## src/isa_pkg.sv

```systemverilog
package isa_pkg;

  // Branch conditions as produced by the decoder
  // The gt, ge, lt and le conditions compare A against zero as a signed value
  typedef enum logic [2:0] {
    cond_uncond = 3'd0,
    cond_eq     = 3'd1,
    cond_ne     = 3'd2,
    cond_gt     = 3'd3,
    cond_ge     = 3'd4,
    cond_lt     = 3'd5,
    cond_le     = 3'd6
  } branch_cond_t;

  // Execution class selects which unit may take the instruction
  typedef enum logic [2:0] {
    class_alu    = 3'd0,
    class_muldiv = 3'd1,
    class_load   = 3'd2,
    class_store  = 3'd3,
    class_branch = 3'd4,
    class_jump   = 3'd5
  } exec_class_t;

  // One decoded instruction as it leaves the instruction queue
  typedef struct packed {
    logic [31:0]  pc;
    exec_class_t  exec_class;
    logic [4:0]   a_reg;
    logic         a_reg_valid;
    logic [4:0]   b_reg;
    logic         b_reg_valid;
    logic [4:0]   dest_reg;
    logic         dest_reg_valid;
    // Set for register jumps, where the target comes from operand A
    logic         rformat;
    branch_cond_t branch_cond;
    logic [31:0]  branch_target;
    logic [31:0]  imm;
  } dec_inst_t;

endpackage

```

## src/pipe_pkg.sv

```systemverilog
package pipe_pkg;

  // Number of queue entries looked at in each cycle
  localparam int issue_width = 4;

  // Two register-file read ports per queue entry, A then B
  localparam int rf_ports = 8;

  // Record written back to the reorder buffer by the branch unit
  typedef struct packed {
    // Link value, which is the branch pc plus 8
    logic [31:0] result;
    logic [4:0]  dest_reg;
    logic        dest_reg_valid;
    // High when the branch or jump redirects fetch
    logic        redirect;
  } rob_write_t;

endpackage

```

## src/issue_if.sv

```systemverilog
`timescale 1ns/1ns

// One dispatch port from the issue selector to an execution unit
// An instruction moves in every cycle where valid is high
interface issue_if
  import isa_pkg::*;
#(
  parameter int rob_depth_log2 = 4
);

  logic [rob_depth_log2-1:0] rob_slot;
  logic [31:0]               a;
  logic [31:0]               b;
  dec_inst_t                 inst;
  logic                      valid;
  logic                      ready;

  modport issuer (
    output rob_slot, a, b, inst, valid,
    input  ready
  );

  modport unit (
    input  rob_slot, a, b, inst, valid,
    output ready
  );

endinterface

```

## src/operand_resolve.sv

```systemverilog
`timescale 1ns/1ns

module operand_resolve
  import isa_pkg::*;
  import pipe_pkg::*;
(
  input  dec_inst_t   insns [issue_width],

  // Reorder-buffer associative lookup
  output logic [4:0]  as_areg [issue_width],
  output logic [4:0]  as_breg [issue_width],
  input  logic [31:0] as_aval [issue_width],
  input  logic [31:0] as_bval [issue_width],
  input  logic        as_aval_valid [issue_width],
  input  logic        as_bval_valid [issue_width],
  input  logic        as_aval_present [issue_width],
  input  logic        as_bval_present [issue_width],

  // Register file read ports
  output logic [4:0]  rd_addr [rf_ports],
  input  logic [31:0] rd_data [rf_ports],

  output logic [31:0] op_a [issue_width],
  output logic [31:0] op_b [issue_width],
  output logic        ops_ready [issue_width]
);

  for (genvar i = 0; i < issue_width; i++) begin : g_slot
    logic a_ok;
    logic b_ok;

    assign as_areg[i] = insns[i].a_reg;
    assign as_breg[i] = insns[i].b_reg;

    // Slot i owns read ports 2i for A and 2i+1 for B
    assign rd_addr[2*i]   = insns[i].a_reg;
    assign rd_addr[2*i+1] = insns[i].b_reg;

    // A register still in flight is held by the reorder buffer
    assign op_a[i] = as_aval_present[i] ? as_aval[i] : rd_data[2*i];
    assign op_b[i] = as_bval_present[i] ? as_bval[i] : rd_data[2*i+1];

    // An absent register is current in the register file
    assign a_ok = ~as_aval_present[i] | as_aval_valid[i];
    assign b_ok = ~as_bval_present[i] | as_bval_valid[i];

    // Operands the instruction does not read never hold it back
    assign ops_ready[i] = (a_ok | ~insns[i].a_reg_valid) &
                          (b_ok | ~insns[i].b_reg_valid);
  end

endmodule

```

## src/issue_select.sv

```systemverilog
`timescale 1ns/1ns

module issue_select
  import isa_pkg::*;
  import pipe_pkg::*;
#(
  parameter int rob_depth_log2 = 4
) (
  // Instruction queue side
  input  logic                      ext_valid [issue_width],
  input  dec_inst_t                 insns [issue_width],
  input  logic [rob_depth_log2-1:0] insn_rob_slot [issue_width],
  output logic                      ext_enable,
  output logic [1:0]                ext_consumed,

  // Resolved operands per slot
  input  logic [31:0]               op_a [issue_width],
  input  logic [31:0]               op_b [issue_width],
  input  logic                      ops_ready [issue_width],

  issue_if.issuer                   branch_port,
  issue_if.issuer                   ls_port,
  issue_if.issuer                   ex_port,
  issue_if.issuer                   mul_port
);

  localparam int idx_w = $clog2(issue_width);

  logic             br_used;
  logic             ls_used;
  logic             ex_used;
  logic             mul_used;
  logic [idx_w-1:0] br_idx;
  logic [idx_w-1:0] ls_idx;
  logic [idx_w-1:0] ex_idx;
  logic [idx_w-1:0] mul_idx;
  logic [2:0]       consumed;
  logic             next_valid [issue_width];

  // A branch needs its delay slot in the same cycle, so the last slot never has one
  always_comb begin
    for (int i = 0; i < issue_width - 1; i++) begin
      next_valid[i] = ext_valid[i+1];
    end
    next_valid[issue_width-1] = 1'b0;
  end

  // Strictly in-order scan, each unit taking at most one instruction
  always_comb begin
    logic        blocked;
    exec_class_t cls;

    blocked  = 1'b0;
    consumed = '0;
    br_used  = 1'b0;
    ls_used  = 1'b0;
    ex_used  = 1'b0;
    mul_used = 1'b0;
    br_idx   = '0;
    ls_idx   = '0;
    ex_idx   = '0;
    mul_idx  = '0;

    for (int i = 0; i < issue_width; i++) begin
      cls = insns[i].exec_class;
      if (!blocked) begin
        if (!ext_valid[i] || !ops_ready[i]) begin
          blocked = 1'b1;
        end else if ((cls == class_branch || cls == class_jump) && !br_used &&
                     branch_port.ready && next_valid[i]) begin
          br_used  = 1'b1;
          br_idx   = idx_w'(i);
          consumed = consumed + 3'd1;
        end else if ((cls == class_load || cls == class_store) && !ls_used &&
                     ls_port.ready) begin
          ls_used  = 1'b1;
          ls_idx   = idx_w'(i);
          consumed = consumed + 3'd1;
        end else if (cls == class_muldiv && !mul_used && mul_port.ready) begin
          mul_used = 1'b1;
          mul_idx  = idx_w'(i);
          consumed = consumed + 3'd1;
        end else if (cls == class_alu && !ex_used && ex_port.ready) begin
          ex_used  = 1'b1;
          ex_idx   = idx_w'(i);
          consumed = consumed + 3'd1;
        end else if (cls == class_alu && !mul_used && mul_port.ready) begin
          // The multiply/divide unit also executes plain ALU work
          mul_used = 1'b1;
          mul_idx  = idx_w'(i);
          consumed = consumed + 3'd1;
        end else begin
          // No unit free for this one, so every later slot waits as well
          blocked = 1'b1;
        end
      end
    end
  end

  // The queue expects the count minus one
  assign ext_enable   = (consumed != 3'd0);
  assign ext_consumed = 2'(consumed - 3'd1);

  assign branch_port.valid    = br_used;
  assign branch_port.inst     = insns[br_idx];
  assign branch_port.a        = op_a[br_idx];
  assign branch_port.b        = op_b[br_idx];
  assign branch_port.rob_slot = insn_rob_slot[br_idx];

  assign ls_port.valid    = ls_used;
  assign ls_port.inst     = insns[ls_idx];
  assign ls_port.a        = op_a[ls_idx];
  assign ls_port.b        = op_b[ls_idx];
  assign ls_port.rob_slot = insn_rob_slot[ls_idx];

  assign ex_port.valid    = ex_used;
  assign ex_port.inst     = insns[ex_idx];
  assign ex_port.a        = op_a[ex_idx];
  assign ex_port.b        = op_b[ex_idx];
  assign ex_port.rob_slot = insn_rob_slot[ex_idx];

  assign mul_port.valid    = mul_used;
  assign mul_port.inst     = insns[mul_idx];
  assign mul_port.a        = op_a[mul_idx];
  assign mul_port.b        = op_b[mul_idx];
  assign mul_port.rob_slot = insn_rob_slot[mul_idx];

endmodule

```

## src/branch_resolve.sv

```systemverilog
`timescale 1ns/1ns

module branch_resolve
  import isa_pkg::*;
  import pipe_pkg::*;
#(
  parameter int rob_depth_log2 = 4
) (
  input  logic                      clock,
  input  logic                      reset_n,

  issue_if.unit                     branch_port,

  // Fetch side
  input  logic                      branch_stall,
  output logic [31:0]               new_pc,
  output logic                      new_pc_valid,

  // Link write into the reorder buffer
  output logic [rob_depth_log2-1:0] wr_slot,
  output logic                      wr_valid,
  output rob_write_t                wr_data
);

  logic                      stall_d1;
  logic                      ret_valid;
  dec_inst_t                 ret_inst;
  logic [31:0]               ret_a;
  logic [31:0]               ret_b;
  logic [rob_depth_log2-1:0] ret_slot;

  logic                      act_valid;
  dec_inst_t                 act_inst;
  logic [31:0]               act_a;
  logic [31:0]               act_b;
  logic                      a_eq_b;
  logic                      a_eqz;
  logic                      a_gez;
  logic                      a_gtz;
  logic                      cond_ok;

  always_ff @(posedge clock or negedge reset_n) begin
    if (!reset_n) begin
      stall_d1  <= 1'b0;
      ret_valid <= 1'b0;
    end else begin
      stall_d1 <= branch_stall;
      if (branch_stall && !stall_d1) begin
        ret_valid <= branch_port.valid;
      end
    end
  end

  // Keep the branch that was in flight when fetch began to stall
  always_ff @(posedge clock) begin
    if (branch_stall && !stall_d1) begin
      ret_inst <= branch_port.inst;
      ret_a    <= branch_port.a;
      ret_b    <= branch_port.b;
      ret_slot <= branch_port.rob_slot;
    end
  end

  // No new branch in the cycle after a stall cycle
  assign branch_port.ready = ~stall_d1;

  assign act_valid = stall_d1 ? ret_valid : branch_port.valid;
  assign act_inst  = stall_d1 ? ret_inst  : branch_port.inst;
  assign act_a     = stall_d1 ? ret_a     : branch_port.a;
  assign act_b     = stall_d1 ? ret_b     : branch_port.b;
  assign wr_slot   = stall_d1 ? ret_slot  : branch_port.rob_slot;

  // Comparisons against zero treat A as signed
  assign a_eq_b = (act_a == act_b);
  assign a_eqz  = (act_a == 32'd0);
  assign a_gez  = ~act_a[31];
  assign a_gtz  = a_gez & ~a_eqz;

  always_comb begin
    case (act_inst.branch_cond)
      cond_uncond: cond_ok = 1'b1;
      cond_eq:     cond_ok = a_eq_b;
      cond_ne:     cond_ok = ~a_eq_b;
      cond_gt:     cond_ok = a_gtz;
      cond_ge:     cond_ok = a_gez;
      cond_lt:     cond_ok = ~a_gez;
      cond_le:     cond_ok = ~a_gtz;
      default:     cond_ok = 1'b0;
    endcase
  end

  assign new_pc_valid = act_valid &
                        ((act_inst.exec_class == class_jump) |
                         ((act_inst.exec_class == class_branch) & cond_ok));
  assign new_pc       = act_inst.rformat ? act_a : act_inst.branch_target;

  // The link value skips the delay slot
  assign wr_valid               = act_valid & ~branch_stall;
  assign wr_data.result         = act_inst.pc + 32'd8;
  assign wr_data.dest_reg       = act_inst.dest_reg;
  assign wr_data.dest_reg_valid = act_inst.dest_reg_valid;
  assign wr_data.redirect       = new_pc_valid;

endmodule

```

## src/issue_stage.sv

```systemverilog
`timescale 1ns/1ns

module issue_stage
  import isa_pkg::*;
  import pipe_pkg::*;
#(
  parameter int rob_depth_log2 = 4
) (
  input  logic                      clock,
  input  logic                      reset_n,

  // Instruction queue
  input  logic                      ext_valid [issue_width],
  input  dec_inst_t                 insns [issue_width],
  input  logic [rob_depth_log2-1:0] insn_rob_slot [issue_width],
  output logic                      ext_enable,
  output logic [1:0]                ext_consumed,

  // Reorder buffer lookup and write
  output logic [rob_depth_log2-1:0] as_query_idx [issue_width],
  output logic [4:0]                as_areg [issue_width],
  output logic [4:0]                as_breg [issue_width],
  input  logic [31:0]               as_aval [issue_width],
  input  logic [31:0]               as_bval [issue_width],
  input  logic                      as_aval_valid [issue_width],
  input  logic                      as_bval_valid [issue_width],
  input  logic                      as_aval_present [issue_width],
  input  logic                      as_bval_present [issue_width],
  output logic [rob_depth_log2-1:0] wr_slot,
  output logic                      wr_valid,
  output rob_write_t                wr_data,

  // Register file
  output logic [4:0]                rd_addr [rf_ports],
  input  logic [31:0]               rd_data [rf_ports],

  // Fetch
  input  logic                      branch_stall,
  output logic [31:0]               new_pc,
  output logic                      new_pc_valid,

  // Load/store unit
  output logic [rob_depth_log2-1:0] ls_rob_slot,
  output logic [31:0]               ls_a,
  output logic [31:0]               ls_b,
  output dec_inst_t                 ls_inst,
  output logic                      ls_valid,
  input  logic                      ls_ready,

  // ALU
  output logic [rob_depth_log2-1:0] ex_rob_slot,
  output logic [31:0]               ex_a,
  output logic [31:0]               ex_b,
  output dec_inst_t                 ex_inst,
  output logic                      ex_valid,
  input  logic                      ex_ready,

  // Multiply/divide unit
  output logic [rob_depth_log2-1:0] mul_rob_slot,
  output logic [31:0]               mul_a,
  output logic [31:0]               mul_b,
  output dec_inst_t                 mul_inst,
  output logic                      mul_valid,
  input  logic                      mul_ready
);

  logic [31:0] op_a [issue_width];
  logic [31:0] op_b [issue_width];
  logic        ops_ready [issue_width];

  issue_if #(.rob_depth_log2(rob_depth_log2)) branch_port ();
  issue_if #(.rob_depth_log2(rob_depth_log2)) ls_port ();
  issue_if #(.rob_depth_log2(rob_depth_log2)) ex_port ();
  issue_if #(.rob_depth_log2(rob_depth_log2)) mul_port ();

  // Each slot looks itself up in the reorder buffer by its own slot number
  assign as_query_idx = insn_rob_slot;

  operand_resolve i_operand_resolve (
    .insns           (insns),
    .as_areg         (as_areg),
    .as_breg         (as_breg),
    .as_aval         (as_aval),
    .as_bval         (as_bval),
    .as_aval_valid   (as_aval_valid),
    .as_bval_valid   (as_bval_valid),
    .as_aval_present (as_aval_present),
    .as_bval_present (as_bval_present),
    .rd_addr         (rd_addr),
    .rd_data         (rd_data),
    .op_a            (op_a),
    .op_b            (op_b),
    .ops_ready       (ops_ready)
  );

  issue_select #(.rob_depth_log2(rob_depth_log2)) i_issue_select (
    .ext_valid     (ext_valid),
    .insns         (insns),
    .insn_rob_slot (insn_rob_slot),
    .ext_enable    (ext_enable),
    .ext_consumed  (ext_consumed),
    .op_a          (op_a),
    .op_b          (op_b),
    .ops_ready     (ops_ready),
    .branch_port   (branch_port.issuer),
    .ls_port       (ls_port.issuer),
    .ex_port       (ex_port.issuer),
    .mul_port      (mul_port.issuer)
  );

  branch_resolve #(.rob_depth_log2(rob_depth_log2)) i_branch_resolve (
    .clock        (clock),
    .reset_n      (reset_n),
    .branch_port  (branch_port.unit),
    .branch_stall (branch_stall),
    .new_pc       (new_pc),
    .new_pc_valid (new_pc_valid),
    .wr_slot      (wr_slot),
    .wr_valid     (wr_valid),
    .wr_data      (wr_data)
  );

  // The three external units are reached through plain pins
  assign ls_rob_slot   = ls_port.rob_slot;
  assign ls_a          = ls_port.a;
  assign ls_b          = ls_port.b;
  assign ls_inst       = ls_port.inst;
  assign ls_valid      = ls_port.valid;
  assign ls_port.ready = ls_ready;

  assign ex_rob_slot   = ex_port.rob_slot;
  assign ex_a          = ex_port.a;
  assign ex_b          = ex_port.b;
  assign ex_inst       = ex_port.inst;
  assign ex_valid      = ex_port.valid;
  assign ex_port.ready = ex_ready;

  assign mul_rob_slot   = mul_port.rob_slot;
  assign mul_a          = mul_port.a;
  assign mul_b          = mul_port.b;
  assign mul_inst       = mul_port.inst;
  assign mul_valid      = mul_port.valid;
  assign mul_port.ready = mul_ready;

endmodule

```

## config.mk

```make
export PLATFORM = sky130hd
export DESIGN_NAME = issue_stage
export DESIGN_NICKNAME = d
export VERILOG_FILES = /design/src/isa_pkg.sv /design/src/pipe_pkg.sv /design/src/issue_if.sv /design/src/operand_resolve.sv /design/src/issue_select.sv /design/src/branch_resolve.sv /design/src/issue_stage.sv
export SDC_FILE = /design/constraint.sdc
export NUM_CORES = 2
export LEC_CHECK = 0
export BUFFER_PORTS_ARGS = -buffer_cell sky130_fd_sc_hd__buf_2
export CAP_MARGIN = 20
export CORE_AREA = 4 4 688 690
export DETAILED_ROUTE_END_ITERATION = 8
export DIE_AREA = 0 0 692 694
export PLACE_DENSITY = 0.3
export SYNTH_ARGS = -nofsm -noshare
export SYNTH_HDL_FRONTEND = slang
export SYNTH_SLANG_ARGS = --single-unit
```

## constraint.sdc

```tcl
create_clock -name clock -period 17.3 [get_ports clock]
set_clock_uncertainty 0.05 [all_clocks]
set_input_delay 1.73 -clock clock [delete_from_list [all_inputs] [get_ports clock]]
set_output_delay 1.73 -clock clock [all_outputs]
set_load 0.005 [all_outputs]
```

==> flow_metrics.env <==
export IMPL_wire_per_inst_um=41.0
export IMPL_timing_hold_violations_final=0
export IMPL_yosysMostFrequentCell="nand2_1"
export IMPL_startpoint_type="primary input"
export IMPL_tightest_slew_ns=1.21
export IMPL_synth_cell_type_count=90
export IMPL_syn_instance_count=4631
export IMPL_ios=1784
export IMPL_whs_ns=0.501
export IMPL_clock_sinks=147
export IMPL_yosysSeqAreaShare_pct=14.7
export IMPL_finalSetupViolCount=0
export IMPL_core_area_um2=467000
export IMPL_yosysWarnings=0
export IMPL_worstSkewPairLatency_ns=0.53
export IMPL_synthFlopType="edfxtp_1"
export IMPL_crit_path_cell_trace="buf_2 -> nor4bb_1 -> buf_4 -> a21o_1 -> o21ai_4 -> inv_2 -> a311oi_1 -> nor4_4 -> nor4_1 -> and2_4 -> buf_12 -> buf_4 -> buf_4 -> a21oi_1 -> o21ai_0 -> buf_2"
export IMPL_ctsResizeCount=0
export IMPL_slowest_stage="o21ai_0"
export IMPL_cts_root_buffer="clkbuf_16"
export IMPL_multi_input_area_um2=23300
export IMPL_die_width_um=692
export IMPL_drv_slew=0
export IMPL_critPathMaxFanout=72
export IMPL_ys_async_sr_fraction_pct=1.36
export IMPL_wirelength_mm=513
export IMPL_synth_top_area_share_pct=14.9
export IMPL_drv_cap=0
export IMPL_seq_power_share_pct=20.3
export IMPL_grt_pass1_vias=43700
export IMPL_gp_congestion=0.970
export IMPL_r2r_setup_slack_ns=11.95
export IMPL_synthTopCellsByArea="nand2_1, edfxtp_1, mux2i_1, a21oi_1, o21ai_0"
export IMPL_slowest_delay_ns=0.87
export IMPL_holdBufCountCts=0
export IMPL_initial_core_util_pct=6.44
export IMPL_num_rows=251
export IMPL_switchingPower_mw=1.07
export IMPL_design_die_area_um2=480000
export IMPL_power_density_nw_per_um2=44.3
export IMPL_p_sw_share_pct=50.9
export IMPL_clkSlewWorstSetupHoldPaths_ns=0.05
export IMPL_synth_area_um2=30000
export IMPL_power_frac_comb_pct=56.8
export IMPL_drc=0
export IMPL_tritoncts="built"
export IMPL_clock_path_buffers=3
export IMPL_cp_common_cell="buf_4"
export IMPL_grt_max_degree=115
export IMPL_power_share_clock_pct=22.9
export IMPL_status="completed"
export IMPL_fmax_mhz=97.2
export IMPL_cts_made_buffers=25
export IMPL_power_internal_mw=1.03
export IMPL_synth_edf_count=145
export IMPL_hold_class="reg -> reg"
export IMPL_fin_crit_sh_pct=59.5
export IMPL_worstSetupEndpointType="output port"
export IMPL_fill_cells=55400
export IMPL_ant_nets=0
export IMPL_setup_slack_ns=7.01
export IMPL_drt_pass1_iterations=8
export IMPL_yosys_area_top_type="nand2_1"
export IMPL_vdd_drop_max_v=0.0000545
export IMPL_finalNetCount=7134
export IMPL_slew_limit_headroom_pct=16.7
export IMPL_syn_num_nets=5674
export IMPL_dp_final_hpwl_mm=446
export IMPL_grt_setup_unrepaired="false"
export IMPL_die_h_um=694
export IMPL_grt_pass1_wl_mm=615
export IMPL_htreeDepth=4
export IMPL_power_leakage_nw=19.3
export IMPL_syn2layout_area_growth_pct=57.2
export IMPL_routed_via_density=3.81
export IMPL_overflow=0
export IMPL_crit_type="in -> out"
export IMPL_groute_usage_overall_pct=20.3
export IMPL_syn_avg_cell_area_um2=6.49
export IMPL_pre_cts_ws_ns=6.95
export IMPL_port_buffer_count=1783
export IMPL_dr_first_iter_drc_count=5053
export IMPL_ys_top_cells_by_count="nand2_1, a21oi_1, mux2i_1, o21ai_0, clkbuf_1"
export IMPL_antenna_found_initial=473
export IMPL_num_vias=47600
export IMPL_critical_path_required_ns=15.52
export IMPL_final_setup_tns_ns=0
export IMPL_yosys_register_bits=147
export IMPL_postCtsSetupBuffers=0
export IMPL_register_area_um2=4410
export IMPL_drive_above_1_share_pct=36.1
export IMPL_min_period_ns=10.29
export IMPL_arrival_ns=8.51
[final timing paths]
path	startpoint	to	cells after the start
worst max-delay path	insns[451]	mul_inst[65]	16
worst min-delay path	i_branch_resolve.ret_valid$_DFFE_PN0P_	i_branch_resolve.ret_valid$_DFFE_PN0P_	2
worst max register to register	i_branch_resolve.stall_d1$_DFF_PN0_	i_branch_resolve.ret_inst[39]$_DFFE_PP_	12
worst min register to register	i_branch_resolve.ret_valid$_DFFE_PN0P_	i_branch_resolve.ret_valid$_DFFE_PN0P_	2
max in group asynchronous	reset_n	i_branch_resolve.stall_d1$_DFF_PN0_	1
min in group asynchronous	reset_n	i_branch_resolve.stall_d1$_DFF_PN0_	1
[cells in the final DEF (no fill, tap or decap), types with 63 or more instances in the layout]
cell | Yosys | routed
a21oi_1 | 500 | 498
a22oi_1 | 69 | 69
a31oi_1 | 137 | 136
buf_2 | 47 | 1777
buf_4 | 102 | 182
diode_2 | 0 | 204
edfxtp_1 | 145 | 145
mux2_2 | 130 | 130
mux2i_1 | 372 | 364
nand2_1 | 1189 | 1185
nand3_1 | 118 | 115
nor2_1 | 154 | 152
o211ai_1 | 111 | 111
o21ai_0 | 359 | 352
o22ai_1 | 272 | 272
xnor2_1 | 63 | 63
[area by class of cell]
cell class | instances | area share [%]
Multi-Input combinational cell | 3908 | 49.3
Timing Repair Buffer | 1971 | 22.1
Tap cell | 6198 | 16.4
Sequential cell | 147 | 9.33
Clock buffer | 28 | 1.35
Antenna cell | 204 | 1.08
Inverter | 38 | 0.313
Clock inverter | 5 | 0.0503
[registers in the layout, summed over array words and instances, names as in the netlist]
register                    flops
i_branch_resolve.ret_a         32
i_branch_resolve.ret_b         32
i_branch_resolve.ret_inst      77
i_branch_resolve.ret_slot       4
i_branch_resolve.ret_valid      1
i_branch_resolve.stall_d1       1
[power by group through the flow]
stage / clock (mW) / sequential [mW] / combinational (mW)
3_5_place_dp: 0 / 0.433 / 1.20
3_3_place_gp: 0 / 0.433 / 1.20
5_1_grt: 0.512 / 0.427 / 1.24
2_1_floorplan: 0 / 0.428 / 0.376
6_report: 0.480 / 0.425 / 1.19
4_1_cts: 0.504 / 0.425 / 1.21
[per-layer routing]
| metal | vias to the layer above | track usage (%) | wire length, µm | part of all wire (%) |
|---|---|---|---|---|
| met4 | 164 | 7.51 | 22300 | 4.3 |
| met3 | 852 | 6.98 | 44900 | 8.8 |
| met2 | 2829 | 35.1 | 248000 | 48 |
| met1 | 23600 | 22.9 | 196000 | 38 |
| li1 | 20100 | - | - | - |
| met5 | - | 0 | 1100 | 0.22 |
[per-stage QoR]
stage	instances	power [mW]	area (µm²)	util, %
4_1_cts	12300	2.14	46700	10.0
3_3_place_gp	12200	1.64	45900	9.84
2_1_floorplan	4631	0.804	30000	-
5_1_grt	12400	2.18	47100	10.1
3_5_place_dp	12300	1.64	46100	9.87
6_report	12500	2.09	47200	10.1
[cells by family after synthesis]
group / after synthesis / share of synthesized area, %
xor+xnor: 98 / 2.86
mux: 504 / 17.4
fa+ha+maj: 5 / 0.208
buf+inv: 576 / 8.77
compound gates: 1653 / 33.2
simple gates: 1648 / 22.9
flops: 147 / 14.7
[worst max-delay path, delay by kind of cell]
family,cells,cell delay (ns)
compound gates,5,2.19
simple gates,4,1.52
buf+inv,7,2.63
Power figures use the tool's default switching activity.
